## config.mk

```make
export PLATFORM = sky130hd
export DESIGN_NAME = line_refill_ctrl
export DESIGN_NICKNAME = d
export VERILOG_FILES = /design/src/source/cache_pkg.sv /design/src/source/line_refill_ctrl.sv
export SDC_FILE = /design/constraint.sdc
export NUM_CORES = 1
export LEC_CHECK = 0
export BUFFER_PORTS_ARGS = -buffer_cell sky130_fd_sc_hd__buf_2
export CAP_MARGIN = 20
export CORE_ASPECT_RATIO = 0.8
export CORE_MARGIN = 2
export CORE_UTILIZATION = 35
export CTS_BUF_LIST = sky130_fd_sc_hd__clkbuf_16
export DETAILED_ROUTE_END_ITERATION = 7
export MAX_ROUTING_LAYER = met4
export PLACE_DENSITY = 0.65
export SKIP_CTS_REPAIR_TIMING = 1
export SLEW_MARGIN = 0
export SYNTH_ARGS = -nofsm -noshare
export SYNTH_HDL_FRONTEND = slang
export SYNTH_SLANG_ARGS = --single-unit
```

## constraint.sdc

```tcl
create_clock -name clk -period 3.45 [get_ports clk]
set_clock_uncertainty 0.2 [all_clocks]
set_input_delay 0.345 -clock clk [delete_from_list [all_inputs] [get_ports clk]]
set_output_delay 0.345 -clock clk [all_outputs]
set_load 0.1 [all_outputs]
```

## src/source/cache_pkg.sv

```systemverilog
// cache shared types
`default_nettype none

package cache_pkg;

  // one data word on every port
  typedef logic [31:0] word_t;

  // one enable bit per byte lane of word_t
  typedef logic [3:0] byte_en_t;

  // refill controller states
  typedef enum logic [1:0] {
    ST_IDLE      = 2'd0,  // waiting for a miss
    ST_WRITEBACK = 2'd1,  // dirty victim going out
    ST_FILL      = 2'd2   // new line coming in
  } refill_state_e;

endpackage

`default_nettype wire

```

## src/source/line_refill_ctrl.sv

```systemverilog
// line refill controller
`timescale 1ns/1ps
`default_nettype none

module line_refill_ctrl #(
  parameter int ADDR_WIDTH     = 32,
  parameter int TAG_WIDTH      = 20,
  parameter int LINE_OFF_WIDTH = 6
) (
  input  wire                        clk,
  input  wire                        rst_n,
  // from the core
  input  wire                        miss_i,
  input  wire  [ADDR_WIDTH-1:0]      miss_addr_i,
  input  wire  [TAG_WIDTH-1:0]       victim_tag_i,
  input  wire                        victim_dirty_i,
  // to the core
  output logic                       fill_we_o,
  output logic [LINE_OFF_WIDTH-3:0]  fill_off_o,
  output logic                       fill_last_o,
  output logic [ADDR_WIDTH-TAG_WIDTH-LINE_OFF_WIDTH-1:0] fill_idx_o,
  output logic [TAG_WIDTH-1:0]       fill_tag_o,
  output logic [LINE_OFF_WIDTH-3:0]  wb_off_o,
  // burst master
  output logic [ADDR_WIDTH-1:0]      m_addr_o,
  output logic [LINE_OFF_WIDTH-2:0]  m_burstcount_o,
  output logic                       m_read_o,
  output logic                       m_write_o,
  input  wire  cache_pkg::word_t     m_readdata_i,
  input  wire                        m_waitrequest_i,
  input  wire                        m_readdatavalid_i
);

  localparam int IDX_WIDTH   = ADDR_WIDTH - TAG_WIDTH - LINE_OFF_WIDTH;
  localparam int LBASE_WIDTH = ADDR_WIDTH - LINE_OFF_WIDTH;
  localparam int WOFF_WIDTH  = LINE_OFF_WIDTH - 2;
  localparam int WORDS       = 2 ** WOFF_WIDTH;

  localparam logic [WOFF_WIDTH-1:0] LAST_OFF = '1;

  cache_pkg::refill_state_e state_q;
  logic [WOFF_WIDTH-1:0]    cnt_q;
  logic [LBASE_WIDTH-1:0]   line_q;  // tag and index of the missing line
  logic [IDX_WIDTH-1:0]     miss_idx;

  assign miss_idx = miss_addr_i[LINE_OFF_WIDTH +: IDX_WIDTH];

  assign m_burstcount_o = WORDS[LINE_OFF_WIDTH-2:0];  // always a full line

  assign fill_we_o   = (state_q == cache_pkg::ST_FILL) && m_readdatavalid_i;
  assign fill_last_o = fill_we_o && (cnt_q == LAST_OFF);
  assign fill_off_o  = cnt_q;
  assign wb_off_o    = cnt_q;

  assign fill_idx_o = line_q[IDX_WIDTH-1:0];
  assign fill_tag_o = line_q[LBASE_WIDTH-1 -: TAG_WIDTH];

  always_ff @(posedge clk or negedge rst_n) begin
    if (!rst_n) begin
      state_q   <= cache_pkg::ST_IDLE;
      cnt_q     <= '0;
      line_q    <= '0;
      m_addr_o  <= '0;
      m_read_o  <= 1'b0;
      m_write_o <= 1'b0;
    end else begin
      case (state_q)
        cache_pkg::ST_IDLE: begin
          if (miss_i) begin
            line_q <= miss_addr_i[ADDR_WIDTH-1:LINE_OFF_WIDTH];
            cnt_q  <= '0;
            if (victim_dirty_i) begin
              state_q   <= cache_pkg::ST_WRITEBACK;
              m_addr_o  <= {victim_tag_i, miss_idx, {LINE_OFF_WIDTH{1'b0}}};
              m_write_o <= 1'b1;
            end else begin
              state_q  <= cache_pkg::ST_FILL;
              m_addr_o <= {miss_addr_i[ADDR_WIDTH-1:LINE_OFF_WIDTH], {LINE_OFF_WIDTH{1'b0}}};
              m_read_o <= 1'b1;
            end
          end
        end

        cache_pkg::ST_WRITEBACK: begin
          if (!m_waitrequest_i) begin
            if (cnt_q == LAST_OFF) begin
              // victim is out, ask for the new line
              state_q   <= cache_pkg::ST_FILL;
              cnt_q     <= '0;
              m_write_o <= 1'b0;
              m_read_o  <= 1'b1;
              m_addr_o  <= {line_q, {LINE_OFF_WIDTH{1'b0}}};
            end else begin
              cnt_q <= cnt_q + 1'b1;
            end
          end
        end

        cache_pkg::ST_FILL: begin
          if (m_read_o && !m_waitrequest_i) begin
            m_read_o <= 1'b0;  // request accepted
          end
          if (m_readdatavalid_i) begin
            cnt_q <= cnt_q + 1'b1;  // wraps to zero after the last word
            if (cnt_q == LAST_OFF) begin
              state_q <= cache_pkg::ST_IDLE;
            end
          end
        end

        default: begin
          state_q <= cache_pkg::ST_IDLE;
        end
      endcase
    end
  end

  a_no_read_write: assert property (
    @(posedge clk) disable iff (!rst_n) !(m_read_o && m_write_o)
  ) else $error("line_refill_ctrl: master read and write strobes both high");

  // returned words only belong to an open fill burst
  a_rdata_in_fill: assert property (
    @(posedge clk) disable iff (!rst_n)
      m_readdatavalid_i |-> (state_q == cache_pkg::ST_FILL) && !$isunknown(m_readdata_i)
  ) else $error("line_refill_ctrl: read data outside a fill burst or unknown");

endmodule

`default_nettype wire

```

==> summary.json <==
{
  "cts_tree": {"value": "yes"},
  "post-route-min-period": {"value": 2.38, "unit": "ns"},
  "clock_latency": {"value": 0.32, "unit": "ns"},
  "detailedPlacementHpwl": {"value": 5030, "unit": "um"},
  "drt_drc_violations_left": {"value": 0},
  "clk_pin_slew": {"value": 0.05, "unit": "ns"},
  "grt_start_max_net_pins": {"value": 48},
  "post-synth-top-area-fraction": {"value": 49.4, "unit": "%"},
  "postRouteWirelength": {"value": 6960, "unit": "um"},
  "antenna_cells": {"value": 0},
  "cts.root.buffer_cell": {"value": "sky130_fd_sc_hd__clkbuf_16"},
  "cap_viol_max_count": {"value": 0},
  "buffer_ports.inserted": {"value": 115},
  "drtIter0Drc": {"value": 56},
  "hold_violations": {"value": 0},
  "worst_path_dominant_cell_family": {"value": "buffers and inverters"},
  "clk_path_buf_depth": {"value": 2},
  "row_count": {"value": 30},
  "vias": {"value": 2405},
  "synth.avg_cell_area": {"value": 10.5, "unit": "sq um"},
  "dieArea": {"value": 9460, "unit": "sq um"},
  "globalRouteMet3Util": {"value": 4.79, "unit": "%"},
  "die_h": {"value": 87.4, "unit": "um"},
  "horizontal_die_dimension": {"value": 108, "unit": "um"},
  "cell_mode_on_critical_path": {"value": "sky130_fd_sc_hd__inv_1"},
  "cp_max_fo": {"value": 6},
  "post_syn_instances": {"value": 291},
  "slew-limit-headroom": {"value": 51.2, "unit": "%"},
  "detail_route.wl_per_cell": {"value": 13.5, "unit": "um"},
  "min_path_type": {"value": "input pin to flop"},
  "required": {"value": 2.90, "unit": "ns"},
  "yosys_register_bits": {"value": 60},
  "ys_seq_area_share": {"value": 49.4, "unit": "%"},
  "rsz0062_at_grt": {"value": "false"},
  "worstSetupEndpointType": {"value": "primary output"},
  "critical_path.max_stage_delay": {"value": 0.44, "unit": "ns"},
  "use_met2": {"value": 24.5, "unit": "%"},
  "async_reset_ff_share": {"value": 100, "unit": "%"},
  "antenna_found_initial": {"value": 0},
  "place_congestion": {"value": 0.781},
  "dominantRegCellSynth": {"value": "sky130_fd_sc_hd__dfrtp_1"},
  "post_synth_main_area_contributors": {"value": "sky130_fd_sc_hd__dfrtp_1 (49%), sky130_fd_sc_hd__mux2_2 (10%), sky130_fd_sc_hd__mux2i_1 (9.2%)"},
  "netlist_cell_types": {"value": 33},
  "global_route.overflow_total": {"value": 0},
  "global_route.usage.total": {"value": 15.6, "unit": "%"},
  "grt_pass1_vias": {"value": 2286},
  "numCtsBuffers": {"value": 9},
  "worstPathCellList": {"value": "inv_1 -> ha_1 -> inv_1 -> nor3_2 -> buf_2"},
  "gr-usage-met1": {"value": 19.5, "unit": "%"},
  "critPathLaunchType": {"value": "flop"},
  "drtAntennaViolNets": {"value": 0},
  "finish.utilization": {"value": 46.7, "unit": "%"},
  "hold_ws": {"value": 0.0699, "unit": "ns"},
  "max_slew.worst_pin.slew": {"value": 0.732, "unit": "ns"},
  "drive_above_1_share": {"value": 40.7, "unit": "%"},
  "tritoncts_num_sinks": {"value": 60},
  "num-nets-final": {"value": 495},
  "area_growth_syn_to_layout": {"value": 29.7, "unit": "%"},
  "top_usage_layer": {"value": "met2"},
  "fin_setup_tns": {"value": 0, "unit": "ns"},
  "worst-endpoint-arrival": {"value": 1.84, "unit": "ns"},
  "synth-edff-count": {"value": 0},
  "cp_slowest_cell": {"value": "sky130_fd_sc_hd__buf_2"},
  "core_region_area": {"value": 8450, "unit": "sq um"},
  "avgViaCountPerCell": {"value": 4.65},
  "status": {"value": "complete, no violations"},
  "grt_pass1_wl": {"value": 11000, "unit": "um"},
  "min_period_over_period": {"value": 69.0, "unit": "%"},
  "boundaryPins": {"value": 165},
  "critPathKind": {"value": "flop to primary output"},
  "drtPass1Iterations": {"value": 4},
  "finalMaxSlewViolations": {"value": 0},
  "ys.warnings.count": {"value": 0},
  "path_buf_inv": {"value": 3},
  "cts_htree_levels": {"value": 3},
  "synth.cell_area": {"value": 3040, "unit": "sq um"},
  "fmax": {"value": 420, "unit": "MHz"},
  "most-common-layout-cells": {"value": "sky130_fd_sc_hd__buf_2 (115), sky130_fd_sc_hd__dfrtp_1 (60), sky130_fd_sc_hd__nand2_1 (32)"},
  "layout.cells.most_common": {"value": "sky130_fd_sc_hd__buf_2"},
  "setup_viol": {"value": 0},
  "synth_largest_area_cell": {"value": "sky130_fd_sc_hd__dfrtp_1"},
  "initial_core_util": {"value": 36.0, "unit": "%"}
}
metal layers:
metal  part of all wire (%)  wire length [um]
met5                      0                 0
met4                    1.0                70
met3                    6.4               446
met2                     46              3220
met1                     46              3220
cells by family after synthesis:
kind of cell / synth area share [%]
AND/OR/NAND/NOR: 8.80
multiplexers: 19.2
other: 0.247
adder cells (fa/ha/maj): 2.06
buffers and inverters: 8.02
flip-flops: 49.4
AO/OA/AOI/OAI: 12.3
synth_stat cells, types with 2 or more instances:
master	count
sky130_fd_sc_hd__conb_1	2
sky130_fd_sc_hd__inv_1	10
sky130_fd_sc_hd__ha_1	5
sky130_fd_sc_hd__buf_4	17
sky130_fd_sc_hd__o21ai_0	24
sky130_fd_sc_hd__nand2_1	32
sky130_fd_sc_hd__buf_2	10
sky130_fd_sc_hd__a22o_1	2
sky130_fd_sc_hd__nand2b_1	2
sky130_fd_sc_hd__clkbuf_1	2
sky130_fd_sc_hd__mux2i_1	28
sky130_fd_sc_hd__nand3_1	4
sky130_fd_sc_hd__dfrtp_1	60
sky130_fd_sc_hd__a21oi_1	21
sky130_fd_sc_hd__clkbuf_2	2
sky130_fd_sc_hd__o21ai_1	5
sky130_fd_sc_hd__mux2_2	27
sky130_fd_sc_hd__nor2_1	23
final cells by class:
class                           instances  area [sq um]
Fill cell                             806          4500
Sequential cell                        60          1500
Multi-Input combinational cell        198          1350
Timing Repair Buffer                  121           648
Clock buffer                            9           225
Tap cell                              112           140
Clock inverter                          7          42.5
Inverter                               10          37.5
worst paths after layout:
check,from,to,slack (ns),cells past startpoint
worst min-delay path,miss_addr_i[10],line_q[4]$_DFFE_PN0P_,0.07,2
worst min register to register,m_addr_o[22]$_DFFE_PN0P_,m_addr_o[22]$_DFFE_PN0P_,0.28,2
worst max register to register,state_q[0]$_DFFE_PN0P_,m_addr_o[15]$_DFFE_PN0P_,1.11,7
max in group asynchronous,rst_n,m_addr_o[20]$_DFFE_PN0P_,2.11,3
worst max-delay path,state_q[0]$_DFFE_PN0P_,fill_last_o,1.07,5
min in group asynchronous,rst_n,line_q[2]$_DFFE_PN0P_,0.35,2
metrics by stage:
stage,cells,instance area [sq um],setup slack [ns]
after global placement,499,3650,1.09
after CTS,515,3920,1.04
after global routing,517,3950,0.879
after floorplan,300,3080,0.237
final,517,3950,1.07
after detailed placement,499,3650,1.05
flip-flops by register name (all words and copies together) (netlist names):
| name | cells |
|---|---|
| m_read_o | 1 |
| line_q | 26 |
| m_addr_o | 26 |
| m_write_o | 1 |
| fill_off_o | 4 |
| state_q | 2 |
Power is not shown: default switching activity piles up to over one toggle a cycle in this logic, so the estimate is an artifact.
